==> src/design/sd_data_pkg.sv <==
// SD data path shared definitions

package sd_data_pkg;

  // ======================================================================
  // Block geometry
  // ======================================================================
  localparam int BLOCK_NIBBLES = 1024; // 512 bytes on four lines
  localparam int CRC_NIBBLES   = 16;   // One CRC-16 per line
  localparam int ADDR_W        = 10;

  // ======================================================================
  // CRC and scrambler constants
  // ======================================================================
  localparam logic [15:0] CRC16_POLY = 16'h1021; // x^16+x^12+x^5+1
  localparam logic [15:0] LFSR_TAPS  = 16'hB400; // Bits 15, 13, 12, 10

  typedef logic [3:0]        nibble_t;
  typedef logic [ADDR_W-1:0] addr_t;

  // Driver phases
  typedef enum logic [2:0] {
    IDLE      = 3'b000,
    WAIT_RCV  = 3'b001,
    RCV_DATA  = 3'b011,
    CHECK_CRC = 3'b010,
    WAIT_SEND = 3'b110,
    SEND_DATA = 3'b100,
    SEND_CRC  = 3'b101,
    BUSY      = 3'b111
  } drv_state_e;

endpackage

==> src/design/nibble_ram_if.sv <==
// Nibble buffer port bundle

`timescale 1ns/1ps

interface nibble_ram_if
  import sd_data_pkg::*;
();

  addr_t   waddr;
  nibble_t wdata;
  logic    we;
  addr_t   raddr;
  nibble_t rdata; // Valid one clock after raddr

  // Writer side
  modport wr (output waddr, output wdata, output we);

  // Reader side
  modport rd (output raddr, input rdata);

  // Storage side
  modport mem (input waddr, input wdata, input we, input raddr, output rdata);

endinterface

==> src/design/nibble_ram.sv <==
// Block buffer RAM

`timescale 1ns/1ps

module nibble_ram
  import sd_data_pkg::*;
#(
  parameter int DEPTH = BLOCK_NIBBLES
)(
  input logic       iclk,
  nibble_ram_if.mem port
);

  nibble_t mem [DEPTH];

  // Write port
  always_ff @(posedge iclk) begin
    if (port.we) begin
      mem[port.waddr] <= port.wdata;
    end
  end

  // Registered read for block RAM mapping
  always_ff @(posedge iclk) begin
    port.rdata <= mem[port.raddr];
  end

endmodule

==> src/flat_wrapper.sv <==
// flat-port wrapper written by rule: the top's interface ports become plain ports
module nibble_ram_flat import sd_data_pkg::*;
#(
  parameter int DEPTH = BLOCK_NIBBLES
)
  (iclk, port_waddr, port_wdata, port_we, port_raddr, port_rdata);
  nibble_ram_if port_i ();
  input logic iclk;
  input wire logic [$bits(port_i.waddr)-1:0] port_waddr;
  input wire logic [$bits(port_i.wdata)-1:0] port_wdata;
  input wire logic [$bits(port_i.we)-1:0] port_we;
  input wire logic [$bits(port_i.raddr)-1:0] port_raddr;
  output wire logic [$bits(port_i.rdata)-1:0] port_rdata;
  assign port_i.waddr = port_waddr;
  assign port_i.wdata = port_wdata;
  assign port_i.we = port_we;
  assign port_i.raddr = port_raddr;
  assign port_rdata = port_i.rdata;
  nibble_ram #(.DEPTH(DEPTH)) u_core (.iclk(iclk), .port(port_i));
endmodule
==> config.mk <==
export PLATFORM = sky130hd
export DESIGN_NAME = nibble_ram_flat
export DESIGN_NICKNAME = d
export VERILOG_FILES = /design/src/design/sd_data_pkg.sv /design/src/design/nibble_ram_if.sv /design/src/design/nibble_ram.sv /design/src/flat_wrapper.sv
export SDC_FILE = /design/constraint.sdc
export NUM_CORES = 2
export LEC_CHECK = 0
export ABC_AREA = 0
export BUFFER_PORTS_ARGS = -buffer_cell sky130_fd_sc_hd__buf_2
export CORE_ASPECT_RATIO = 1.1
export CORE_MARGIN = 5
export CORE_UTILIZATION = 35
export DETAILED_ROUTE_END_ITERATION = 10
export HOLD_SLACK_MARGIN = 0.02
export PLACE_DENSITY_LB_ADDON = 0.05
export SKIP_CTS_REPAIR_TIMING = 1
export SLEW_MARGIN = 25
export SYNTH_ARGS = -nofsm -noshare
export SYNTH_HDL_FRONTEND = slang
export SYNTH_SLANG_ARGS = --single-unit
==> constraint.sdc <==
create_clock -name iclk -period 3.7 [get_ports iclk]
set_input_delay 0.185 -clock iclk [delete_from_list [all_inputs] [get_ports iclk]]
set_output_delay 0.185 -clock iclk [all_outputs]
set_load 0.005 [all_outputs]
Yosys cells after proc, flatten, opt, wreduce, memory -nomap -nowiden
Memory sizes are Yosys's and may differ from the RTL's. A register that Yosys moved wholly into a read port is not among the register bits.
Cells that the tools add are included.
- bits in writable memories: 4096
- bits in latches: 0
- output and inout port bits: 4
- memory bits (read-only): 0
- memories kept: 1
- bits in registers: 0
- bits of input ports: 26
- magnitude comparators: 0
- bitwise gates (word level): 0
- shift-type cells: 0
- eq/ne operators: 0
- $mul: 0
- add/subtract/negate cells: 0
- multiplexer cells: 2
- divide/modulo/power cells: 0
- reductions and logical operators: 0
- memory list (name ; words ; bits a word ; rd ports ; clocked after memory_dff ; wr ports ; line ; RTL):
    u_core.mem ; 1024 ; 4 ; 1 ; 1 ; 1 ; nibble_ram.sv:14 ; nibble_t mem [DEPTH];
- operators by type and width (operator ; count):
    1-bit 2-to-1 mux ; 2

Longest topological paths before layout
- word-level depth: 2
- mapped depth: 16
- mapped depth without buffers: 8

Worst setup path after synthesis
Ideal clock, no wire load.
- kind: input-to-reg
- start point: input port port_raddr[0]
- end point: register u_core.port.rdata[0], read port of u_core.mem
- buffers on the path: 5
- slack: 1.023 ns
- library setup time: 0.125 ns
- arrival time: 2.552 ns
- stages on the path: 11
- required time: 3.575 ns
- path through: buf_6 -> buf_6 -> buf_8 -> buf_6 -> buf_2 -> mux4_2 -> mux4_2 -> a211oi_1 -> o21ai_0 -> nand4_1 -> nand4_1
- RTL lines (element ; line ; RTL):
    start: declaration ; flat_wrapper.sv:12 ; input wire logic [$bits(port_i.raddr)-1:0] port_raddr;
    end: declaration ; nibble_ram_if.sv:22 ; modport mem (input waddr, input wdata, input we, input raddr, output rdata);

==> qor.json <==
{
  "cts-htree-levels": 5,
  "grt_use_total_pct": 22.38,
  "synthesis.yosys.warnings": 0,
  "first_pass_iters": 6,
  "design_power_uw": 100700,
  "detail_route.wirelength_um": 543400,
  "grt_pass1_vias": 87740,
  "class_of_the_tightest_hold_or_removal_check": "input pin to register",
  "critPathArrivalTime_ps": 4050,
  "final.setup_skew_ps": 57.34,
  "max_cap_viol": 0,
  "final_cell_count_no_fill": 15370,
  "maximum_frequency_from_static_timing_analysis_mhz": 314.4,
  "grt_first_pass_wirelength_um": 744500,
  "global_route.overflow_total": 0,
  "async_flop_share_pct": 0,
  "peakVddDrop_mv": 0.4578,
  "route.vias.total": 84900,
  "tritoncts.num_buffers": 446,
  "io-pin-count": 30,
  "numPlacedInstances": 14510,
  "worst-setup-path-type": "register to register",
  "share_of_final_layout_standard_cells_stronger_than_drive_strength_1_pct": 23.88,
  "worst_skew_pair.late_latency_ps": 1010,
  "number_of_distinct_library_cells_after_synthesis": 74,
  "clk_root_buffer_cell": "sky130_fd_sc_hd__clkbuf_16",
  "initial_utilization_pct": 35.09,
  "p_leak_uw": 0.05835,
  "cts.clk_slew.worst_paths_ps": 60,
  "timing.critical_path.fanout_max": 1,
  "via_per_inst": 5.525,
  "globalplace.congestion": 0.8015,
  "synthesis.area_per_instance_um2": 19.57,
  "clock_path_buffers": 4,
  "clock_sinks": 4100,
  "maximum_number_of_pins_on_one_net_before_global_route_repair": 154,
  "run_status": "finished, final reports clean",
  "post-dp-hpwl_um": 344300,
  "synth_top_area_share_pct": 75.79,
  "synth_area_leader_cell": "sky130_fd_sc_hd__edfxtp_1",
  "critical_path.endpoint_type": "register",
  "ys_seq_area_share_pct": 75.84,
  "antenna_found_initial": 64,
  "num_rows": 262,
  "core_area_um2": 462500,
  "chipWidth_um": 659.3,
  "leading_post_synthesis_cells_by_cell_area": "sky130_fd_sc_hd__edfxtp_1 76%, sky130_fd_sc_hd__mux4_2 12%, sky130_fd_sc_hd__mux2i_1 2.8%",
  "max_transition_viols_final": 0,
  "area_growth_pct": 15.81,
  "final_antenna_net_count": 0,
  "port_buffers": 29,
  "startpoint_type": "register",
  "net_count_after_synthesis": 8321,
  "wl_per_cell_um": 35.36,
  "power_density_nw_per_um2": 536.0,
  "grt_setup_unrepaired": "no",
  "post_synth_instance_area_um2": 162300,
  "ys_top_cells_by_count": "4096 x sky130_fd_sc_hd__edfxtp_1, 1088 x sky130_fd_sc_hd__nor2_1, 849 x sky130_fd_sc_hd__mux4_2, 457 x sky130_fd_sc_hd__mux2i_1, 282 x sky130_fd_sc_hd__clkbuf_1",
  "synth-main-ff-cell": "sky130_fd_sc_hd__edfxtp_1",
  "drt_drc_violations_left": 0,
  "timing.final.hold_violations": 0,
  "max_slew_headroom_at_the_worst_pin_pct": 24.32,
  "finalSetupViolations": 0,
  "critPathRequiredTime_ps": 4570,
  "drt-initial-drc-count": 9387,
  "chipHeight_um": 724.2,
  "period_needed_ps": 3181,
  "synthMostInstantiatedCell": "sky130_fd_sc_hd__edfxtp_1",
  "layout_worst_path_cycle_share_pct": 85.96,
  "ys_ff_latch": 4100,
  "nets": 8797,
  "synth_cells": 8295,
  "synth_enable_flop_cells": 4096,
  "timing_worst_slew_pin_value_ps": 1135,
  "cts_tree": "done",
  "die-area_um2": 477400
}
flip-flops by register name, summed over array words and instances (netlist names):
name	cells
u_core.mem	4096
u_core.port.rdata	4
cell usage in the layout (no fill, tap or decap), drive strengths merged, types with 17 or more instances in the layout:
master | Yosys | layout
clkbuf | 284 | 549
o221ai | 154 | 154
nor2b | 20 | 20
nor2 | 1088 | 1088
nor3 | 72 | 72
clkinv | 1 | 215
buf | 317 | 615
bufinv | 0 | 43
nand2 | 160 | 160
edfxtp | 4096 | 4096
nand3 | 79 | 79
a31oi | 17 | 17
a211oi | 25 | 25
nor4 | 24 | 24
mux4 | 874 | 874
o22ai | 118 | 118
o21ai | 86 | 86
a21oi | 117 | 117
a22oi | 87 | 87
nand4 | 21 | 21
inv | 5 | 19
mux2i | 457 | 457
per-layer routing:
metal	vias to the layer above	global-route usage, %	share of wire (%)
li1	35020	-	-
met1	46240	31.42	43
met2	3016	36.93	48
met3	617	3.413	6.2
met4	4	5.046	2.5
met5	-	0	0.0039
cell families after synthesis:
logic type | count (synthesis) | synth area share (%)
multiplexers | 1343 | 15.09
AO/OA/AOI/OAI | 708 | 3.054
flip-flops | 4100 | 75.84
AND/OR/NAND/NOR | 1537 | 3.928
buffers and inverters | 607 | 2.094
where the power goes:
group / switching [µW] / total, µW / internal, µW / leakage (µW)
logic: 3620 / 5490 / 1870 / 0.0145
clock network: 18600 / 44100 / 25400 / 0.00700
registers: 46.7 / 51200 / 51100 / 0.0368
cell type report:
class,count,area (µm²)
antenna,10,25.02
clock buffer,548,11740
clock inverter,282,2554
fill,41000,274600
inverter,6,40.04
multi-input combinational,3588,36330
sequential,4100,123100
tap,6204,7762
timing repair buffer,629,6424
metrics by stage:
stage | cell area (µm²) | setup TNS, ps | setup slack (ps) | utilization [%] | hold slack [ps]
4_1_cts | 187800 | 0 | 453.8 | 40.60 | -430.5
3_3_place_gp | 173500 | -2088 | -766.3 | 37.50 | 656.1
3_5_place_dp | 173500 | -986.1 | -309.3 | 37.51 | 672.6
6_report | 188000 | 0 | 519.5 | 40.63 | 195.5
5_1_grt | 187900 | 0 | 408.5 | 40.63 | 195.6
2_1_floorplan | 162300 | 0 | 1023 | - | 283.9
critical path: stages, from the launching register on:
cell	delay, ps
sky130_fd_sc_hd__edfxtp_1	360
sky130_fd_sc_hd__mux4_2	500
sky130_fd_sc_hd__mux4_2	540
sky130_fd_sc_hd__a22oi_1	710
sky130_fd_sc_hd__buf_4	260
sky130_fd_sc_hd__a311oi_1	110
sky130_fd_sc_hd__buf_4	190
sky130_fd_sc_hd__nand3_1	220
sky130_fd_sc_hd__nand4_1	140
final timing paths:
check	from	to	slack [ps]	depth (start not counted)
setup reg to reg	u_core.mem[787][0]	u_core.port.rdata[0]	520	8
setup / recovery	u_core.mem[787][0]	u_core.port.rdata[0]	520	8
hold reg to reg	u_core.mem[378][2]	u_core.port.rdata[2]	1180	7
hold / removal	port_raddr[7]	u_core.port.rdata[0]	200	6
Note: power is estimated with default switching activity, not from simulation.
