==> src/design/sd_data_pkg.sv <==
// SD data path shared definitions

package sd_data_pkg;

  // ======================================================================
  // Block geometry
  // ======================================================================
  localparam int BLOCK_NIBBLES = 1024; // 512 bytes on four lines
  localparam int CRC_NIBBLES   = 16;   // One CRC-16 per line
  localparam int ADDR_W        = 10;

  // ======================================================================
  // CRC and scrambler constants
  // ======================================================================
  localparam logic [15:0] CRC16_POLY = 16'h1021; // x^16+x^12+x^5+1
  localparam logic [15:0] LFSR_TAPS  = 16'hB400; // Bits 15, 13, 12, 10

  typedef logic [3:0]        nibble_t;
  typedef logic [ADDR_W-1:0] addr_t;

  // Driver phases
  typedef enum logic [2:0] {
    IDLE      = 3'b000,
    WAIT_RCV  = 3'b001,
    RCV_DATA  = 3'b011,
    CHECK_CRC = 3'b010,
    WAIT_SEND = 3'b110,
    SEND_DATA = 3'b100,
    SEND_CRC  = 3'b101,
    BUSY      = 3'b111
  } drv_state_e;

endpackage

==> src/design/nibble_ram_if.sv <==
// Nibble buffer port bundle

`timescale 1ns/1ps

interface nibble_ram_if
  import sd_data_pkg::*;
();

  addr_t   waddr;
  nibble_t wdata;
  logic    we;
  addr_t   raddr;
  nibble_t rdata; // Valid one clock after raddr

  // Writer side
  modport wr (output waddr, output wdata, output we);

  // Reader side
  modport rd (output raddr, input rdata);

  // Storage side
  modport mem (input waddr, input wdata, input we, input raddr, output rdata);

endinterface

==> src/design/nibble_scrambler.sv <==
// LFSR nibble scrambler

`timescale 1ns/1ps

module nibble_scrambler
  import sd_data_pkg::*;
(
  input  logic        iclk,
  input  logic        irst,
  input  logic        istart,
  input  logic [15:0] ikey,
  nibble_ram_if.rd    rx,
  nibble_ram_if.wr    tx,
  output logic        oready
);

  logic [15:0] lfsr;
  logic        fb;
  addr_t       rd_addr;
  addr_t       wr_addr;  // Address of the nibble now on rdata
  logic        reading;
  logic        wr_valid;
  logic        busy;

  assign fb = ^(lfsr & LFSR_TAPS);

  assign rx.raddr = rd_addr;
  assign tx.waddr = wr_addr;
  assign tx.wdata = rx.rdata ^ lfsr[3:0]; // Keystream is the low nibble
  assign tx.we    = wr_valid;
  assign oready   = !busy;

  // Read sweep and write pipeline
  always_ff @(posedge iclk) begin
    if (irst) begin
      reading  <= 1'b0;
      wr_valid <= 1'b0;
      busy     <= 1'b0;
      rd_addr  <= '0;
    end else if (istart) begin
      reading  <= 1'b1;
      wr_valid <= 1'b0;
      busy     <= 1'b1;
      rd_addr  <= '0;
    end else begin
      wr_valid <= reading;
      if (reading) begin
        rd_addr <= rd_addr + addr_t'(1);
        if (rd_addr == addr_t'(BLOCK_NIBBLES - 1)) begin
          reading <= 1'b0;
        end
      end
      if (wr_valid && wr_addr == addr_t'(BLOCK_NIBBLES - 1)) begin
        busy <= 1'b0; // Last nibble written
      end
    end
  end

  always_ff @(posedge iclk) begin
    wr_addr <= rd_addr;
    if (istart) begin
      lfsr <= ikey;
    end else if (wr_valid) begin
      lfsr <= {lfsr[14:0], fb}; // Step after each nibble
    end
  end

endmodule

==> src/flat_wrapper.sv <==
// flat-port wrapper written by rule: the top's interface ports become plain ports
module nibble_scrambler_flat import sd_data_pkg::*;
  (iclk, irst, istart, ikey, oready, rx_raddr, rx_rdata, tx_waddr, tx_wdata, tx_we);
  nibble_ram_if rx_i ();
  nibble_ram_if tx_i ();
  input  logic iclk;
  input  logic irst;
  input  logic istart;
  input  logic [15:0] ikey;
  output logic oready;
  output wire logic [$bits(rx_i.raddr)-1:0] rx_raddr;
  input wire logic [$bits(rx_i.rdata)-1:0] rx_rdata;
  output wire logic [$bits(tx_i.waddr)-1:0] tx_waddr;
  output wire logic [$bits(tx_i.wdata)-1:0] tx_wdata;
  output wire logic [$bits(tx_i.we)-1:0] tx_we;
  assign rx_raddr = rx_i.raddr;
  assign rx_i.rdata = rx_rdata;
  assign tx_waddr = tx_i.waddr;
  assign tx_wdata = tx_i.wdata;
  assign tx_we = tx_i.we;
  nibble_scrambler u_core (.iclk(iclk), .irst(irst), .istart(istart), .ikey(ikey), .rx(rx_i), .tx(tx_i), .oready(oready));
endmodule
==> config.mk <==
export PLATFORM = sky130hd
export DESIGN_NAME = nibble_scrambler_flat
export DESIGN_NICKNAME = d
export VERILOG_FILES = /design/src/design/sd_data_pkg.sv /design/src/design/nibble_ram_if.sv /design/src/design/nibble_scrambler.sv /design/src/flat_wrapper.sv
export SDC_FILE = /design/constraint.sdc
export NUM_CORES = 1
export LEC_CHECK = 0
export ABC_AREA = 1
export BUFFER_PORTS_ARGS = -buffer_cell sky130_fd_sc_hd__buf_2
export CORE_MARGIN = 5
export CORE_UTILIZATION = 34
export CTS_BUF_LIST = sky130_fd_sc_hd__clkbuf_8
export CTS_CLUSTER_SIZE = 12
export DETAILED_ROUTE_END_ITERATION = 12
export PLACE_DENSITY = 0.64
export RECOVER_POWER = 50
export SYNTH_ARGS = -nofsm -noshare
export SYNTH_HDL_FRONTEND = slang
export SYNTH_SLANG_ARGS = --single-unit
==> constraint.sdc <==
create_clock -name iclk -period 3.2 [get_ports iclk]
set_clock_uncertainty 0.15 [all_clocks]
set_input_delay 0.16 -clock iclk [delete_from_list [all_inputs] [get_ports iclk]]
set_output_delay 0.16 -clock iclk [all_outputs]
set_load 0.03 [all_outputs]
Word-level counts from Yosys, hierarchy flattened
Cells that the tools add are included.
{"block": "word_totals", "romBits": 0, "memories": 0, "inputBits": 23, "latch_bits": 0, "regBits": 39, "ram_bits": 0}
{"block": "classes", "bitwise_logic": 1, "multipliers": 0, "n_eq_ne": 2, "muxes": 7, "n_shift": 0, "n_addsub": 1, "div": 0, "magnitude_cmp": 0, "reduce_logical": 6}
{"cell": "2-to-1 mux 16 bit", "count": 2}
{"cell": "equality test 10 bit (second input constant)", "count": 2}
{"cell": "parity 16 bit", "count": 1}
{"cell": "adder 10 x 1 -> 10 bit (second input constant)", "count": 1}
{"cell": "2-to-1 mux 1 bit", "count": 5}
{"cell": "nonzero test 2 bit", "count": 2}
{"cell": "bitwise XOR 4 bit", "count": 1}
{"cell": "OR reduction 2 bit", "count": 1}
{"cell": "logical AND 1 bit", "count": 1}
{"cell": "zero test 1 bit", "count": 1}

Logic depth before layout (Yosys ltp)
{"block": "logic_depth", "ltp_word": 4, "ltp_mapped": 6, "ltp_nobuf": 6}

Worst setup path before layout
No wires, ideal clock.
{"block": "synth_timing", "path_kind": "flip-flop to flip-flop", "start": "register u_core.rd_addr[0] (netlist: u_core.rx.raddr[0])", "end": "register u_core.rd_addr[8] (netlist: u_core.rx.raddr[8])", "arrival_time_ns": 1.230, "setup_ns": 0.114, "path_stages_with_launch": 7, "slack_ns": 1.706, "required_time_ns": 2.936, "n_path_buf": 0, "path_cell_list": "dfxtp_1 -> ha_1 -> nand2_1 -> nor3_4 -> nand2_1 -> nand2_1 -> nor2_1"}
{"block": "synth_via", "elab_chain_len": 1}
{"item": "start, declared", "line_no": "nibble_scrambler.sv:19", "rtl": "addr_t rd_addr;"}
{"item": "start signal, assigned", "line_no": "nibble_scrambler.sv:48", "rtl": "rd_addr <= rd_addr + addr_t'(1);"}
{"item": "adder 10 x 1 -> 10 bit", "line_no": "nibble_scrambler.sv:48"}
No other way between the ends.
A chain may end at the register's enable or synchronous reset.

Worst setup path after layout
{"block": "layout_timing", "start": "register u_core.wr_valid (netlist: u_core.tx.we)", "end": "register u_core.lfsr[2], enable pin"}
{"block": "layout_via", "elab_chain_len": 1}
{"item": "start, declared", "line_no": "nibble_scrambler.sv:22", "rtl": "logic wr_valid;"}
{"item": "start signal, assigned", "line_no": "nibble_scrambler.sv:46", "rtl": "wr_valid <= reading;"}
{"item": "nonzero test 2 bit (no line)"}
{"item": "end signal, assigned", "line_no": "nibble_scrambler.sv:62", "rtl": "lfsr <= ikey;"}
{"item": "end signal, assigned", "line_no": "nibble_scrambler.sv:64", "rtl": "lfsr <= {lfsr[14:0], fb};"}
{"item": "end, declared", "line_no": "nibble_scrambler.sv:17", "rtl": "logic [15:0] lfsr;"}
No other way between the ends.

==> impl_metrics.csv <==
group,metric,value,unit
layout,fillCellCount,439,
clock_tree,cts_tree,"done",
route,wl_per_cell,11.9,um
synthesis,synth_simple_gate_area_share,27.6,%
worst_hold_path,hp-class,"in -> reg",
power_and_ir_drop,powerDensity,475,nW/um^2
setup_path,worstPathArrival,1.48,ns
global_routing,gr-total-overflow,0,
global_routing,grt_max_degree,20,
floorplanning,die_h,78.0,um
synthesis,ys_ff_latch,39,
placed_design,post-place-ws,1.46,ns
synthesis,synth_edf_count,16,
setup_path,crit_path_top_delay_cell,"or2_0",
synthesis,synthArstFlopShare,0,%
floorplanning,die_area,6090,um^2
timing,fmax,0.582,GHz
route,drt_first_pass_iters,5,
setup_path,crit_family,"simple AND/OR/NAND/NOR gates",
timing,tns,0,ns
route,postRouteAntennaNets,0,
route,vias,1309,
placed_design,port_buffers,48,
floorplanning,io_pins,49,
timing,tightest_slew,1.13,ns
setup_path,worstSetupPathType,"reg -> reg",
clock_tree,ctsResizeCount,0,
synthesis,ys.warnings.count,0,
global_routing,antenna_found_initial,0,
layout,fin_nets,268,
setup_path,slowest_delay,0.86,ns
setup_path,worstSetupStartpoint,"u_core.tx.we$_SDFF_PP0_",
clock_tree,cts_buffers,5,
layout,seq_area,941,um^2
route,routed_wl,3530,um
placed_design,placedInstanceArea,1860,um^2
synthesis,yosys.area_share.xor_xnor,3.90,%
timing,grt_setup_unrepaired,"no",
clock_tree,clkTransAtPathRegs,0.07,ns
route,drc,0,
power_and_ir_drop,peakVddDrop,219,uV
clock_tree,hold_buffers,14,
layout,drive_gt1_share,17.1,%
power_and_ir_drop,comb_power_share,11.2,%
setup_path,crit_path_end_kind,"register",
setup_path,crit_chain,"or2_0",
clock_tree,clk_latency,0.29,ns
floorplanning,coreArea,4410,um^2
setup_path,start_kind,"register",
timing,hold_viol_final,0,
layout,final_area,2050,um^2
power_and_ir_drop,clkPwrFrac,31.5,%
run_status,status,"finished clean",
worst_hold_path,min_from,"ikey[4]",
job,max-cap-violations,0,
global_routing,grt_pass1_vias,1224,
power_and_ir_drop,p_leak,0.937,nW
route,first_iter_violations,65,
layout,antennaDiodeCount,0,
synthesis,syn_inst,178,
synthesis,synth_top_family_by_area,"simple AND/OR/NAND/NOR gates",
timing,maxSlewHeadroom,24.8,%
floorplanning,die_x,78.0,um
layout,area_delta_synth_final,30.3,%
synthesis,synth_compound_area_share,3.50,%
synthesis,syn_nets,202,
synthesis,avgSynthCellArea,8.84,um^2
power_and_ir_drop,p_switching,0.239,mW
clock_tree,clock-sinks,39,
route,drt-vias-per-instance,4.41,
floorplanning,num_rows,24,
synthesis,synthAdderAreaFrac,0.796,%
clock_tree,cts_setup_buffers,0,
setup_path,required,2.96,ns
synthesis,seq_area_frac_synth,59.8,%
placed_design,gp_congestion,0.843,
clock_tree,cts-htree-levels,2,
timing,finalMaxSlewViolations,0,
power_and_ir_drop,swShare,24.5,%
power_and_ir_drop,seq_power_share,57.3,%
placed_design,place_hpwl,2470,um
timing,setup_viol,0,
timing,period_needed,1.72,ns
floorplanning,start_util,35.6,%
clock_tree,cts_root_buffer,"clkbuf_8",
setup_path,worst-path-buf-inv,0,
layout,multiInputGateArea,547,um^2
setup_path,path_max_fanout,16,
synthesis,syn_area,1570,um^2
synthesis,synthDistinctLibCells,20,
global_routing,grt_pass1_wl,5670,um
timing,fin_crit_sh,53.7,%
timing,worst_slack,1.48,ns
synthesis,synthMuxAreaShare,0,%
setup_path,crit-reg2reg-launch,"u_core.tx.we$_SDFF_PP0_",
global_routing,grt_usage,11.6,%
clock_tree,cts_buffer_depth,2,
power_and_ir_drop,internal_power,0.735,mW
synthesis,ys.flop_type,"dfxtp_1",
-- state kept, by name, summed over array words and instances, names as in the netlist --
register / count
u_core.reading: 1
u_core.lfsr: 16
u_core.tx.we: 1
u_core.tx.waddr: 10
u_core.rx.raddr: 10
u_core.busy: 1
-- final cells by class --
| cell class | count | area share, % |
|---|---|---|
| clock inverter | 3 | 0.549 |
| sequential | 39 | 45.9 |
| inverter | 14 | 2.56 |
| clock buffer | 5 | 3.36 |
| multi-input combinational | 122 | 26.7 |
| timing repair buffer | 62 | 17.8 |
| tap | 52 | 3.17 |
-- power by group through the flow --
stage          Sequential, mW  Combinational [mW]  Clock [mW]
2_1_floorplan           0.569              0.0641           0
3_3_place_gp            0.569              0.0990           0
3_5_place_dp            0.569               0.100           0
4_1_cts                 0.558               0.114       0.317
5_1_grt                 0.560               0.122       0.338
6_report                0.558               0.109       0.307
-- Yosys cell counts, types with 3 or more instances --
cell	n	area, um^2
a21oi_1	8	40.0
dfxtp_1	23	460
edfxtp_1	16	480
inv_1	13	48.8
nand2_1	75	282
nand3_1	6	30.0
nor2_1	17	63.8
o21ai_0	3	15.0
xnor2_1	3	26.3
xor2_1	4	35.0
-- routing by layer --
metal / vias up / track usage (%) / wire, um
met3: 6 / 4.69 / 259
met2: 39 / 18.6 / 1590
li1: 688 / - / -
met5: - / 0 / 0
met1: 576 / 14.5 / 1640
met4: 0 / 3.55 / 44
-- path summary, 6_finish.rpt --
path                                 to  depth (start not counted)  slack [ns]
min reg2reg  u_core.tx.waddr[8]$_DFF_P_                          0        0.24
max            u_core.lfsr[2]$_DFFE_PP_                          1        1.48
min            u_core.lfsr[4]$_DFFE_PP_                          3       0.007
max reg2reg    u_core.lfsr[2]$_DFFE_PP_                          1        1.48
-- kinds of logic (layout without fill, tap and decap cells) --
logic type | after synthesis | after routing
flip-flops | 39 | 39
AO/OA/AOI/OAI | 11 | 11
adder cells (fa/ha/maj) | 1 | 1
XOR/XNOR | 7 | 7
AND/OR/NAND/NOR | 103 | 103
buffers and inverters | 17 | 84
-- cells in the final DEF (no fill, tap or decap), types with 3 or more instances in the layout --
cell type	n
nand2_1	75
buf_2	35
dfxtp_1	23
nor2_1	18
inv_1	16
edfxtp_1	16
dlygate4sd3_1	14
clkbuf_1	13
a21oi_1	8
nand3_1	6
clkbuf_8	5
xor2_1	4
xnor2_1	3
o21ai_0	3
-- stage by stage --
stage,util [%],power [mW],instances,hold WS [ns]
global placement,42.2,0.668,275,0.234
detailed placement,42.2,0.669,275,0.230
floorplan,-,0.633,178,0.0791
finish,46.4,0.974,297,0.00723
global route,46.4,1.02,297,0.00979
CTS,47.2,0.989,297,0.000697
No activity file was read; power rests on OpenSTA's default activity.
