[config.mk]
export PLATFORM = sky130hd
export DESIGN_NAME = d_line_driver_flat
export DESIGN_NICKNAME = d
export VERILOG_FILES = /design/src/design/sd_data_pkg.sv /design/src/design/nibble_ram_if.sv /design/src/design/crc16_line.sv /design/src/design/d_line_driver.sv /design/src/flat_wrapper.sv
export SDC_FILE = /design/constraint.sdc
export NUM_CORES = 1
export LEC_CHECK = 0
export BUFFER_PORTS_ARGS = -buffer_cell sky130_fd_sc_hd__buf_2
export CAP_MARGIN = 5
export CORE_MARGIN = 2
export CORE_UTILIZATION = 50
export CTS_BUF_LIST = sky130_fd_sc_hd__clkbuf_8
export CTS_CLUSTER_DIAMETER = 40
export CTS_CLUSTER_SIZE = 30
export DETAILED_ROUTE_END_ITERATION = 10
export PLACE_DENSITY = 0.69
export SLEW_MARGIN = 20
export SYNTH_ARGS = -nofsm -noshare
export SYNTH_HDL_FRONTEND = slang
export SYNTH_SLANG_ARGS = --single-unit
[constraint.sdc]
create_clock -name iclk -period 2.5 [get_ports iclk]
set_input_delay 0.625 -clock iclk [delete_from_list [all_inputs] [get_ports iclk]]
set_output_delay 0.625 -clock iclk [all_outputs]
set_load 0.02 [all_outputs]
[src/design/sd_data_pkg.sv]
// SD data path shared definitions

package sd_data_pkg;

  // ======================================================================
  // Block geometry
  // ======================================================================
  localparam int BLOCK_NIBBLES = 1024; // 512 bytes on four lines
  localparam int CRC_NIBBLES   = 16;   // One CRC-16 per line
  localparam int ADDR_W        = 10;

  // ======================================================================
  // CRC and scrambler constants
  // ======================================================================
  localparam logic [15:0] CRC16_POLY = 16'h1021; // x^16+x^12+x^5+1
  localparam logic [15:0] LFSR_TAPS  = 16'hB400; // Bits 15, 13, 12, 10

  typedef logic [3:0]        nibble_t;
  typedef logic [ADDR_W-1:0] addr_t;

  // Driver phases
  typedef enum logic [2:0] {
    IDLE      = 3'b000,
    WAIT_RCV  = 3'b001,
    RCV_DATA  = 3'b011,
    CHECK_CRC = 3'b010,
    WAIT_SEND = 3'b110,
    SEND_DATA = 3'b100,
    SEND_CRC  = 3'b101,
    BUSY      = 3'b111
  } drv_state_e;

endpackage

[src/design/nibble_ram_if.sv]
// Nibble buffer port bundle

`timescale 1ns/1ps

interface nibble_ram_if
  import sd_data_pkg::*;
();

  addr_t   waddr;
  nibble_t wdata;
  logic    we;
  addr_t   raddr;
  nibble_t rdata; // Valid one clock after raddr

  // Writer side
  modport wr (output waddr, output wdata, output we);

  // Reader side
  modport rd (output raddr, input rdata);

  // Storage side
  modport mem (input waddr, input wdata, input we, input raddr, output rdata);

endinterface

[src/design/crc16_line.sv]
// Per-line CRC-16 generator

`timescale 1ns/1ps

module crc16_line
  import sd_data_pkg::*;
(
  input  logic iclk,
  input  logic irst,    // Block clear
  input  logic idata,
  input  logic iunload,
  output logic ocrc
);

  logic [15:0] rem;
  logic        fb;

  assign fb   = idata ^ rem[15];
  assign ocrc = rem[15]; // MSB first on unload

  always_ff @(posedge iclk) begin
    if (irst) begin
      rem <= '0;
    end else if (iunload) begin
      rem <= {rem[14:0], 1'b0}; // Zeros fill behind
    end else if (fb) begin
      rem <= {rem[14:0], 1'b0} ^ CRC16_POLY;
    end else begin
      rem <= {rem[14:0], 1'b0};
    end
  end

endmodule

[src/design/d_line_driver.sv]
// SD data line driver

`timescale 1ns/1ps

module d_line_driver
  import sd_data_pkg::*;
(
  input  logic     iclk,
  input  logic     irst,
  input  nibble_t  idata_sd,
  output nibble_t  odata_sd,
  input  logic     istart_read,
  input  logic     istart_write,
  nibble_ram_if.wr rx,
  nibble_ram_if.rd tx,
  output logic     rx_ok,
  output logic     ocrc_fail,
  output logic     odone
);

  drv_state_e state;
  addr_t      counter;  // Shared by all phases
  nibble_t    rx_nib;   // Sampled line nibble
  nibble_t    tx_nib;   // Line output register
  nibble_t    crc_in;
  nibble_t    crc_out;
  logic       crc_clr;
  logic       unload;

  // ======================================================================
  // CRC engines, one per line
  // ======================================================================
  assign crc_clr = irst || !(state == RCV_DATA || state == CHECK_CRC ||
                             state == SEND_DATA || state == SEND_CRC);
  assign unload  = (state == CHECK_CRC) || (state == SEND_CRC);
  assign crc_in  = (state == SEND_DATA) ? tx.rdata : rx_nib; // Fold what goes out

  for (genvar i = 0; i < 4; i++) begin : g_crc
    crc16_line u_crc (
      .iclk    (iclk),
      .irst    (crc_clr),
      .idata   (crc_in[i]),
      .iunload (unload),
      .ocrc    (crc_out[i])
    );
  end

  // Buffer ports
  assign rx.waddr = counter;
  assign rx.wdata = rx_nib;
  assign rx.we    = (state == RCV_DATA);
  assign tx.raddr = (state == SEND_DATA) ? counter + addr_t'(1) : '0; // One ahead

  assign odata_sd = tx_nib;
  assign odone    = (state == IDLE) || (state == WAIT_SEND);

  always_ff @(posedge iclk) begin
    rx_nib <= idata_sd;
  end

  // Start nibble, data, CRC, then idle high
  always_ff @(posedge iclk) begin
    if (irst) begin
      tx_nib <= 4'hF;
    end else if (state == WAIT_SEND && istart_write) begin
      tx_nib <= 4'h0;
    end else if (state == SEND_DATA) begin
      tx_nib <= tx.rdata;
    end else if (state == SEND_CRC && counter < addr_t'(CRC_NIBBLES)) begin
      tx_nib <= crc_out;
    end else begin
      tx_nib <= 4'hF; // End nibble and idle level
    end
  end

  // ======================================================================
  // Main FSM
  // ======================================================================
  always_ff @(posedge iclk) begin
    if (irst) begin
      state     <= IDLE;
      counter   <= '0;
      rx_ok     <= 1'b0;
      ocrc_fail <= 1'b0;
    end else begin
      rx_ok <= 1'b0;
      case (state)
        IDLE: begin
          if (istart_read) begin
            state     <= WAIT_RCV;
            counter   <= '0;
            ocrc_fail <= 1'b0;
          end
        end
        WAIT_RCV: begin
          if (rx_nib == 4'h0) begin // Start nibble seen
            state   <= RCV_DATA;
            counter <= '0;
          end
        end
        RCV_DATA: begin
          counter <= counter + addr_t'(1);
          if (counter == addr_t'(BLOCK_NIBBLES - 1)) begin
            state   <= CHECK_CRC;
            counter <= '0;
          end
        end
        CHECK_CRC: begin
          counter <= counter + addr_t'(1);
          if (crc_out != rx_nib) begin
            state     <= IDLE;
            ocrc_fail <= 1'b1;
          end else if (counter == addr_t'(CRC_NIBBLES - 1)) begin
            state <= WAIT_SEND;
            rx_ok <= 1'b1; // Kicks off the scrambler
          end
        end
        WAIT_SEND: begin
          if (istart_write) begin
            state   <= SEND_DATA;
            counter <= '0;
          end
        end
        SEND_DATA: begin
          counter <= counter + addr_t'(1);
          if (counter == addr_t'(BLOCK_NIBBLES - 1)) begin
            state   <= SEND_CRC;
            counter <= '0;
          end
        end
        SEND_CRC: begin
          counter <= counter + addr_t'(1);
          if (counter == addr_t'(CRC_NIBBLES)) begin // End nibble loaded
            state <= BUSY;
          end
        end
        BUSY: begin
          if (idata_sd[0]) begin // Card released D0
            state <= IDLE;
          end
        end
        default: state <= IDLE;
      endcase
    end
  end

endmodule

[src/flat_wrapper.sv]
// flat-port wrapper written by rule: the top's interface ports become plain ports
module d_line_driver_flat import sd_data_pkg::*;
  (iclk, irst, idata_sd, odata_sd, istart_read, istart_write, rx_ok, ocrc_fail, odone, rx_waddr, rx_wdata, rx_we, tx_raddr, tx_rdata);
  nibble_ram_if rx_i ();
  nibble_ram_if tx_i ();
  input  logic iclk;
  input  logic irst;
  input  nibble_t idata_sd;
  output nibble_t odata_sd;
  input  logic istart_read;
  input  logic istart_write;
  output logic rx_ok;
  output logic ocrc_fail;
  output logic odone;
  output wire logic [$bits(rx_i.waddr)-1:0] rx_waddr;
  output wire logic [$bits(rx_i.wdata)-1:0] rx_wdata;
  output wire logic [$bits(rx_i.we)-1:0] rx_we;
  output wire logic [$bits(tx_i.raddr)-1:0] tx_raddr;
  input wire logic [$bits(tx_i.rdata)-1:0] tx_rdata;
  assign rx_waddr = rx_i.waddr;
  assign rx_wdata = rx_i.wdata;
  assign rx_we = rx_i.we;
  assign tx_raddr = tx_i.raddr;
  assign tx_i.rdata = tx_rdata;
  d_line_driver u_core (.iclk(iclk), .irst(irst), .idata_sd(idata_sd), .odata_sd(odata_sd), .istart_read(istart_read), .istart_write(istart_write), .rx(rx_i), .tx(tx_i), .rx_ok(rx_ok), .ocrc_fail(ocrc_fail), .odone(odone));
endmodule
-- Word level (Yosys, flattened, before mapping)
Index checks and enable logic that the tools add are counted.
- register bits: 87
- input port bits: 12
- output and inout bits: 32
- logic and storage cells: 104
- add/subtract/negate cells: 1
- $lt $le $gt $ge: 1
- eq/ne operators: 20
- multiplexer cells: 32
- bitwise logic cells: 13
- reductions and logical operators: 23
- operators by type and width (operator ; number):
    2-to-1 mux 13 bit ; 8
    2-to-1 mux 10 bit ; 5
    case mux 10 bit (5 select lines) ; 1
    2-to-1 mux 3 bit ; 9
    case mux 3 bit (8 select lines) ; 1
    2-to-1 mux 4 bit ; 4
    OR reduction 3 bit ; 5
    equality test 3 bit (second input constant) ; 4
    inequality test 2 bit (second input constant) ; 6
    inverter 3 bit ; 4
    adder 10 x 1 -> 10 bit (second input constant) ; 1
    equality test 10 bit (second input constant) ; 1
    equality test 10 x 4 -> 1 bit (second input constant) ; 1
    equality test 10 x 5 -> 1 bit (second input constant) ; 1
    < comparator 10 x 5 -> 1 bit (second input constant) ; 1
    AND reduction 8 bit ; 1
    equality test 3 x 2 -> 1 bit (second input constant) ; 2
    logical OR 1 bit ; 6
    inverter 1 bit ; 5
    nonzero test 5 bit ; 1
    zero test 4 bit ; 1
    inequality test 2 x 1 -> 1 bit (second input constant) ; 2
    inequality test 4 bit ; 1
    AND reduction 4 bit ; 1
    other kinds (11) ; 18

-- Longest topological paths before layout
Gate-level depths: netlist of the first run.
- word-level depth: 7
- mapped depth: 7
- depth with buffers taken out: 7

-- Cells and area by module
Synthesis of the first run repeated with hierarchy kept, for this count alone.
- cell total of the unflattened synthesis: 341
- area, all modules: 3404.5 µm²
- modules (own cells, without submodules) (module ; instances ; cells an instance ; area each (µm²) ; seq. area each (µm²)):
    crc16_line ; 4 ; 39 ; 473.0 ; 320.3
    d_line_driver ; 1 ; 185 ; 1512.7 ; 460.4

-- Worst setup path after synthesis of the first run
No wires, ideal clock.
- path kind: flip-flop to output port
- start: reg u_core.counter[0] (netlist: u_core.rx.waddr[0])
- end: out tx_raddr[8]
- arrival: 1.672 ns
- data required time: 1.875 ns
- slack: 0.203 ns
- cell stages (with the launch flop): 6
- path buffers: 0
- cell sequence: dfxtp_1 > ha_1 > nand3_2 > nor3_1 > xor2_1 > nor2b_1
- word-level cells in the longest chain between the ends: 2
- ends and longest elaborated chain (element ; RTL line ; text):
    start: declaration ; d_line_driver.sv:22 ; addr_t counter;
    start signal: assignment ; d_line_driver.sv:102 ; counter <= counter + addr_t'(1);
    start signal: assignment ; d_line_driver.sv:109 ; counter <= counter + addr_t'(1);
    start signal: assignment ; d_line_driver.sv:125 ; counter <= counter + addr_t'(1);
    adder 10 x 1 -> 10 bit ; d_line_driver.sv:52 ; assign tx.raddr = (state == SEND_DATA) ? counter + addr_t'(1) : '0;
    2-to-1 mux 10 bit ; d_line_driver.sv:52 ;
    end: declaration ; flat_wrapper.sv:18 ; output wire logic [$bits(tx_i.raddr)-1:0] tx_raddr;
Every way passes these cells.

-- Worst setup path after layout of the first run
- start: reg u_core.counter[2] (netlist: u_core.rx.waddr[2])
- end: out tx_raddr[5]
The elaborated chain is that of the path after synthesis.

==> results.cfg, run 1 <==
[run_status]
status = completed

[grt]
gr-total-overflow = 0
grt_pass1_wl_um = 9640
groute.usage.overall_pct = 17.2
top_usage_layer = met2
grt_pass1_vias = 2010
grtUsageMet2_pct = 25.3
grt_max_degree = 53
grt_use_met3_pct = 5.93
antenna_found_initial = 0
globalRouteMet1Util_pct = 23.9

[routing]
routed_wl_um = 5800
dr.pass1.iters = 4
wl_per_cell_um = 13.1
drt_iter0_drc = 100
vias = 2209
ant_nets = 0
drc_errors = 0
viasPerCell = 4.98

[cells_and_area]
nets = 378
seq_area_mm2 = 0.00176
diodes = 0
area_growth_pct = 17.7
nFillCells = 510
multi_input_area_mm2 = 0.00136
drive_above_1_share_pct = 24.4
post-route-cell-area_mm2 = 0.00372

[logic_synthesis]
synth_top_family_by_area = simple AND/OR/NAND/NOR gates
synth_cells = 318
ys_seq_area_share_pct = 55.2
synth_edf_count = 0
synth_simple_gate_area_share_pct = 25.0
ys_ff_latch = 87
ys_types = 45
synth_ff_type = dfxtp_1
synth_adder_area_share_pct = 0.792
yosysWarnings = 0
synth.mux.area_fraction_pct = 0.674
synth-xor-area-share_pct = 5.82
syn_area_per_cell_um2 = 9.93
netlist_area_mm2 = 0.00316
synth_compound_gate_area_share_pct = 10.1
async_flop_share_pct = 0
syn_nets = 332

[sta]
rsz0062_at_grt = yes
fin_crit_sh_pct = 95.2
skew_ps = 8.34
fmax_mhz = 420
worst_pin_slew_ps = 663
relSlewSlack_pct = 55.4
finalMaxSlewViolations = 0
min_period_ps = 2380
setup_violations = 0
hold_viol_final = 0
fin_ws_ps = 121

[clocking]
cts_made_buffers = 9
clk_pin_slew_worst_paths_ps = 90
cts_tree = built
clockBufferDepth = 2
cts.root.buffer_cell = clkbuf_8
post_cts_buffers = 0
clk_latency_ps = 350
cts_max_level = 3
numClockSinks = 87

[pwr]
total_power_w = 0.00248
powerDensity_mw_per_mm2 = 668
ir_worst_vdd_mv = 0.566
p_leak_nw = 1.57

[setup_path]
cp-end-kind = output pin
worstPathArrival_ps = 1750
crit_type = flip-flop to output pin
r2r_slack_ps = 440
crit_chain = and4_2 > nand2_1 > or2_2 > a21oi_1 > buf_4
path_buf_inv = 1
worstRegToRegCells = 4
worstReg2RegStart = u_core.rx.waddr[5]
rr_endpoint = u_core.state[2]
slowest_stage = dfxtp_4
critPathMaxStageDelay_ps = 400
cp_top_family = simple AND/OR/NAND/NOR gates
required_ps = 1880
crit_fanout = 8
start_kind = flip-flop

[placed_design]
place_area_mm2 = 0.00347
gp_congestion = 0.816
dp_hpwl_um = 3820
io_buffers = 43
preCtsSetupSlack_ps = 307

[job]
drv_cap = 0

[floorplan]
core_area_mm2 = 0.00603
start_util_pct = 52.4
fp.dieW_um = 83.5
io_pins = 44
die_area_mm2 = 0.00697
dieHeight_um = 83.5
row_count = 28

[worst_hold_path]
min_path_type = input port to flip-flop
min_to = u_core.rx.wdata[1]
worstHoldPathCells = 1
hp-start = idata_sd[1]
==> what timing repair did <==
action / 4_1_cts / 5_1_grt
resized for setup: 4 / 13
pin swaps: 0 / 1
hold buffers: 0 / 0
endpoints found under the setup margin: 4 / 5
hold endpoints to repair: 0 / 0
==> cells in the mapped netlist, drive strengths merged (2+ instances only) <==
master | count | area share, %
and2 | 52 | 10
ha | 2 | 0.79
xor2 | 11 | 3.1
dfxtp | 87 | 55
nand4 | 3 | 0.59
nor2b | 8 | 1.6
nand2b | 8 | 1.6
or2 | 4 | 0.79
nand2 | 13 | 1.5
nor3 | 4 | 0.63
a311oi | 2 | 0.55
and4 | 2 | 0.55
nand3 | 3 | 0.63
xnor2 | 10 | 2.8
inv | 4 | 0.48
nor2 | 31 | 3.8
buf | 3 | 0.44
nor3b | 2 | 0.48
o21ai | 7 | 1.2
o221ai | 4 | 1.1
nor4 | 4 | 0.79
a21o | 6 | 1.4
a22oi | 4 | 0.95
clkbuf | 13 | 1.6
a21oi | 16 | 2.5
==> kinds of logic after synthesis <==
| family | after synthesis |
|---|---|
| AND/OR/NAND/NOR | 140 |
| buffers and inverters | 20 |
| flip-flops | 87 |
| AO/OA/AOI/OAI | 46 |
| multiplexers | 2 |
| adder cells (fa/ha/maj) | 2 |
| XOR/XNOR | 21 |
==> metrics by stage <==
step | utilization, % | TNS [ps] | hold slack, ps | cells
floorplan | - | 0 | 406 | 318
global placement | 57.5 | 0 | 408 | 428
detailed placement | 57.5 | 0 | 411 | 428
CTS | 61.2 | 0 | 358 | 444
global route | 61.7 | -43.9 | 346 | 444
finish | 61.7 | 0 | 373 | 444
==> how the worst max path moves through the flow <==
stage               slack (ps)  depth (start not counted)     endpoint               start
floorplan                  200                          5  tx_raddr[8]  u_core.rx.waddr[0]
global placement           320                          6  tx_raddr[8]  u_core.rx.waddr[0]
detailed placement         310                          6  tx_raddr[8]  u_core.rx.waddr[0]
CTS                         10                          6  tx_raddr[8]  u_core.rx.waddr[0]
global route               -30                          6  tx_raddr[8]  u_core.rx.waddr[0]
finish                     120                          5  tx_raddr[5]  u_core.rx.waddr[2]
==> layout by cell type (no fill, tap or decap), drive strengths merged, types with 2 or more instances in the layout <==
master	n
o21ai	7
a311oi	2
nor3b	2
clkbuf	10
xor2	11
nor2b	8
buf	51
a21oi	16
nand2b	8
a22oi	4
nand4	3
a21o	6
nor2	31
inv	7
nor3	4
and4	2
nand3	3
nor4	4
nand2	13
o221ai	4
dfxtp	87
ha	2
xnor2	10
clkinv	2
or2	4
and2	52
==> layout make-up <==
type                       count  area share, %
clock buffer                  10           3.70
tap                           75           2.53
timing repair buffer          51           7.54
multi-input combinational    211           36.6
inverter                       4          0.404
sequential                    87           47.3
clock inverter                 6           1.95
==> power breakdown <==
group | switching [W] | leakage (nW) | internal [W] | total, W
combinational | 0.0000501 | 0.756 | 0.0000348 | 0.0000850
sequential | 0.00000953 | 0.707 | 0.00139 | 0.00140
clock | 0.000498 | 0.109 | 0.000503 | 0.00100
==> flip-flops by register name, summed over array words and instances (netlist names) <==
| signal | count |
|---|---|
| u_core.g_crc.u_crc.rem | 64 |
| u_core.rx.waddr | 10 |
| u_core.odata_sd | 4 |
| u_core.rx.wdata | 4 |
| u_core.state | 3 |
| u_core.ocrc_fail | 1 |
| u_core.rx_ok | 1 |
==> metal layers <==
| layer | up-vias | part of all wire (%) | routed length [um] |
|---|---|---|---|
| li1 | 1143 | - | - |
| met1 | 999 | 49 | 2870 |
| met2 | 59 | 43 | 2520 |
| met3 | 8 | 6.0 | 348 |
| met4 | 0 | 1.1 | 62 |
| met5 | - | 0 | 0 |
(Power assumes the default switching activity.)
==> run 2, diff against run 1 <==
==> constraint.sdc (replaced) <==
create_clock -name iclk -period 2.5 [get_ports iclk]
set_input_delay 0.25 -clock iclk [delete_from_list [all_inputs] [get_ports iclk]]
set_output_delay 0.25 -clock iclk [all_outputs]
set_load 0.02 [all_outputs]
==> results.cfg, run 2 (same netlist as run 1, synthesis figures left out) <==
[run_status]
status = completed

[routing]
wl_per_cell_um = 13.2
ant_nets = 0
top_layer_used = met4
drt_iter0_drc = 149
viasPerCell = 5.07
drc_errors = 0
wl_met1_um = 2870
wl_met3_um = 270
vias = 2249
met2_length_um = 2650
routed_wl_um = 5840
dr.pass1.iters = 4

[grt]
groute.usage.overall_pct = 17.5
antenna_found_initial = 0
gr-total-overflow = 0
grt_pass1_vias = 2004
grt_pass1_wl_um = 9800
grt_max_degree = 53

[cells_and_area]
nFillCells = 528
seq_area_mm2 = 0.00174
drive_above_1_share_pct = 19.8
most-common-layout-cells = dfxtp_1 (87), and2_1 (52), buf_2 (43)
nets = 378
largest_reg_flops = 64
diodes = 0
max_flop_register = u_core.g_crc.u_crc.rem
multi_input_area_mm2 = 0.00134
area_growth_pct = 16.7
final_common_cell = dfxtp_1

[job]
drv_cap = 0

[sta]
relSlewSlack_pct = 53.1
setup_violations = 0
worst_pin_slew_ps = 702
fin_crit_sh_pct = 91.8
min_period_ps = 2290
fmax_mhz = 436
fin_ws_ps = 206
skew_ps = 4.81
rsz0062_at_grt = no
hold_viol_final = 0
finalMaxSlewViolations = 0
final.setup.tns_ps = 0

[pwr]
powerDensity_mw_per_mm2 = 682
ir_worst_vdd_mv = 0.483
p_leak_nw = 1.57

[floorplan]
fp.dieW_um = 83.5
die_area_mm2 = 0.00697
io_pins = 44
dieHeight_um = 83.5
row_count = 28
start_util_pct = 52.4
core_area_mm2 = 0.00603

[clocking]
cts_made_buffers = 9
numClockSinks = 87
cts_tree = built
clk_pin_slew_worst_paths_ps = 80
clk_latency_ps = 340
cts_max_level = 3
post_cts_buffers = 0
clockBufferDepth = 2
cts.root.buffer_cell = clkbuf_8

[placed_design]
preCtsSetupSlack_ps = 383
dp_hpwl_um = 3900
io_buffers = 43
gp_congestion = 0.857

[setup_path]
crit_type = flip-flop to output pin
critPathMaxStageDelay_ps = 780
path_buf_inv = 2
start_kind = flip-flop
cp-end-kind = output pin
crit_chain = inv_1 > nand2b_1 > nor2b_1 > buf_2
worstPathArrival_ps = 2040
required_ps = 2250
crit_fanout = 20
slowest_stage = dfxtp_1
cp_top_family = flip-flops

[worst_hold_path]
min_path_type = input port to flip-flop
-- run 2: cell types whose count changed in the layout (fill, tap and decap cells not counted), moves of 2 or more --
| cell | delta |
|---|---|
| dfxtp_1 | +8 |
| buf_4 | -5 |
| buf_2 | +2 |
| dlygate4sd3_1 | +3 |
| dfxtp_4 | -2 |
| inv_1 | +2 |
| dfxtp_2 | -6 |
-- run 2: per-stage QoR --
| step | instances | power, W | util, % | instance area (um2) | hold slack, ps |
|---|---|---|---|---|---|
| 2_1_floorplan | 318 | 0.00149 | - | 3160 | 278 |
| 3_3_place_gp | 425 | 0.00152 | 57.1 | 3440 | 353 |
| 3_5_place_dp | 425 | 0.00152 | 57.1 | 3440 | 357 |
| 4_1_cts | 444 | 0.00255 | 61.2 | 3690 | 13.1 |
| 5_1_grt | 444 | 0.00262 | 61.2 | 3690 | 2.74 |
| 6_report | 444 | 0.00251 | 61.2 | 3690 | 27.7 |
-- run 2: metal layers --
layer	vias up	track usage (%)
li1	1143	-
met4	0	4.55
met1	1061	24.2
met5	-	0
met2	41	26.6
met3	4	5.74
-- run 2: timing repair --
item | CTS | global route
endpoints found under the hold margin | 3 | 0
resized for setup | 0 | 0
hold buffers | 3 | 0
-- run 2: where the power goes --
part	switching [W]	internal, W
Clock	0.000471	0.000558
Sequential	0.0000122	0.00139
Combinational	0.0000478	0.0000364
-- run 2: final cells by class --
| cell class | instances | share of cell area, % |
|---|---|---|
| Inverter | 4 | 0.407 |
| Tap cell | 75 | 2.55 |
| Clock buffer | 9 | 3.36 |
| Sequential cell | 87 | 47.3 |
| Clock inverter | 7 | 2.41 |
| Timing Repair Buffer | 51 | 7.67 |
| Multi-Input combinational cell | 211 | 36.4 |
-- run 2: final timing paths --
check / start / to / slack, ps / cells past startpoint
worst min-delay path: idata_sd[0] / u_core.rx.wdata[0] / 30 / 1
worst max register to register: u_core.rx.waddr[0] / u_core.state[1] / 350 / 6
worst min register to register: u_core.g_crc[1].u_crc.rem[10] / u_core.g_crc[1].u_crc.rem[11] / 430 / 1
worst max-delay path: u_core.state[0] / tx_raddr[8] / 210 / 4
==> run 3, diff against run 2 <==
- BUFFER_PORTS_ARGS: -buffer_cell sky130_fd_sc_hd__buf_2 -> -buffer_cell sky130_fd_sc_hd__buf_4
- CELL_PAD_IN_SITES_DETAIL_PLACEMENT: unset -> 1
- CELL_PAD_IN_SITES_GLOBAL_PLACEMENT: unset -> 2
- CORE_UTILIZATION: 50 -> 37
- PLACE_DENSITY: 0.69 -> 0.79
==> results.cfg, run 3 (same netlist as run 1, synthesis figures left out) <==
[setup_path]
rr_endpoint = u_core.state[1]
cp-end-kind = output pin
crit_type = flip-flop to output pin
worstPathArrival_ps = 2070
worstRegToRegCells = 6
worstReg2RegStart = u_core.rx.waddr[0]
required_ps = 2250
r2r_slack_ps = 350
start_kind = flip-flop
crit_fanout = 7

[placed_design]
io_buffers = 43
gp_congestion = 0.747
dp_hpwl_um = 4840
dp.cells = 462

[sta]
hold_viol_final = 0
rsz0062_at_grt = no
setup_violations = 0
finalMaxSlewViolations = 0
fmax_mhz = 430
fin_crit_sh_pct = 93.0
whs_ps = 17.7
relSlewSlack_pct = 53.5
worst_pin_slew_ps = 690
skew_ps = 10.5
final.setup.tns_ps = 0
min_period_ps = 2320

[floorplan]
io_pins = 44
die_area_mm2 = 0.00929
start_util_pct = 38.2
dieHeight_um = 96.4
core_area_mm2 = 0.00826
fp.dieW_um = 96.4
row_count = 33

[pwr]
ir_worst_vdd_mv = 0.373
sw_frac_of_total_pct = 24.6
powerDensity_mw_per_mm2 = 624
intPower_w = 0.00181
p_sw_w = 0.000592
comb_power_share_pct = 4.2
p_clk_share_pct = 37.5
seq_power_share_pct = 58.3
p_leak_nw = 1.60

[cells_and_area]
largest_reg_flops = 64
nets = 385
diodes = 0
area_growth_pct = 21.9
most-common-layout-cells = dfxtp_1 (87), buf_4 (55), and2_1 (52)
drive_above_1_share_pct = 21.5
max_flop_register = u_core.g_crc.u_crc.rem
final_common_cell = dfxtp_1
final_cells = 481

[clocking]
cts_tree = built
cts_resized = 0
clk_pin_slew_worst_paths_ps = 90
cts.root.buffer_cell = clkbuf_8
numClockSinks = 87
cts_max_level = 3
post_cts_buffers = 0
cts_made_buffers = 9
hold_buffers = 3
clockBufferDepth = 2
clk_latency_ps = 340

[job]
drv_cap = 0

[routing]
ant_nets = 0
dr.pass1.iters = 4
drc_errors = 0
wl_per_cell_um = 14.4
routed_wl_um = 6930
vias = 2343
drt_iter0_drc = 37
viasPerCell = 4.87

[grt]
grt_max_degree = 53
grt_pass1_wl_um = 11000
gr-total-overflow = 0
antenna_found_initial = 0
groute.usage.overall_pct = 15.9
grt_pass1_vias = 2220

[worst_hold_path]
min_path_type = input port to flip-flop
min_to = u_core.rx.wdata[0]
worstHoldPathCells = 1
hp-start = idata_sd[0]

[run_status]
status = completed
run 3: cell types whose count changed in the layout (fill, tap and decap cells not counted), sizes merged:
cell / previous run / this run
buf: 48 / 55
bufinv: 2 / 0
clkinvlp: 1 / 2
inv: 7 / 8
run 3: worst max-delay path, cell delays in order, from the launching register on:
cell and delay, ps:
dfxtp_1 450, ha_1 250, nand3_2 170, nor3_1 270, xor2_1 270, nor2b_1 170, buf_4 160
run 3: metal layers:
metal	GRT usage, %	part of all wire [%]	vias to the layer above
met5	0	0	-
met4	6.34	1.4	0
met3	2.79	2.9	8
met2	26.5	50	29
met1	20.5	46	1145
li1	-	-	1161
run 3: power groups by stage:
| stage | Sequential, W | Combinational (W) | Clock (W) |
|---|---|---|---|
| 2_1_floorplan | 0.00143 | 0.0000562 | 0 |
| 3_3_place_gp | 0.00143 | 0.0000965 | 0 |
| 3_5_place_dp | 0.00143 | 0.0000975 | 0 |
| 4_1_cts | 0.00140 | 0.000102 | 0.000935 |
| 5_1_grt | 0.00140 | 0.000111 | 0.00101 |
| 6_report | 0.00140 | 0.000101 | 0.000900 |
run 3: worst max-delay path by stage:
stage | start | endpoint | slack (ps) | cells past startpoint
after floorplan | u_core.rx.waddr[0] | u_core.state[1] | 370 | 6
after global placement | u_core.rx.waddr[0] | u_core.state[1] | 420 | 6
final | u_core.rx.waddr[0] | tx_raddr[8] | 180 | 6
after global routing | u_core.rx.waddr[0] | tx_raddr[8] | 20 | 6
after detailed placement | u_core.rx.waddr[0] | u_core.state[1] | 360 | 6
after CTS | u_core.rx.waddr[0] | tx_raddr[8] | 130 | 6
run 3: cell type report:
| cell class | instances | area (um2) |
|---|---|---|
| fill | 967 | 4410 |
| sequential | 87 | 1740 |
| multi-input combinational | 211 | 1340 |
| timing repair buffer | 58 | 443 |
| tap | 105 | 131 |
| clock buffer | 9 | 124 |
| clock inverter | 7 | 56.3 |
| inverter | 4 | 15.0 |
run 3: metrics by stage:
step           util [%]  power, W  setup WS [ps]  cell area (um2)
2_1_floorplan         -   0.00149            370             3160
3_3_place_gp       44.1   0.00153            417             3640
3_5_place_dp       44.1   0.00153            365             3640
4_1_cts            46.6   0.00244            134             3850
5_1_grt            46.6   0.00253           23.5             3850
6_report           46.6   0.00240            175             3850
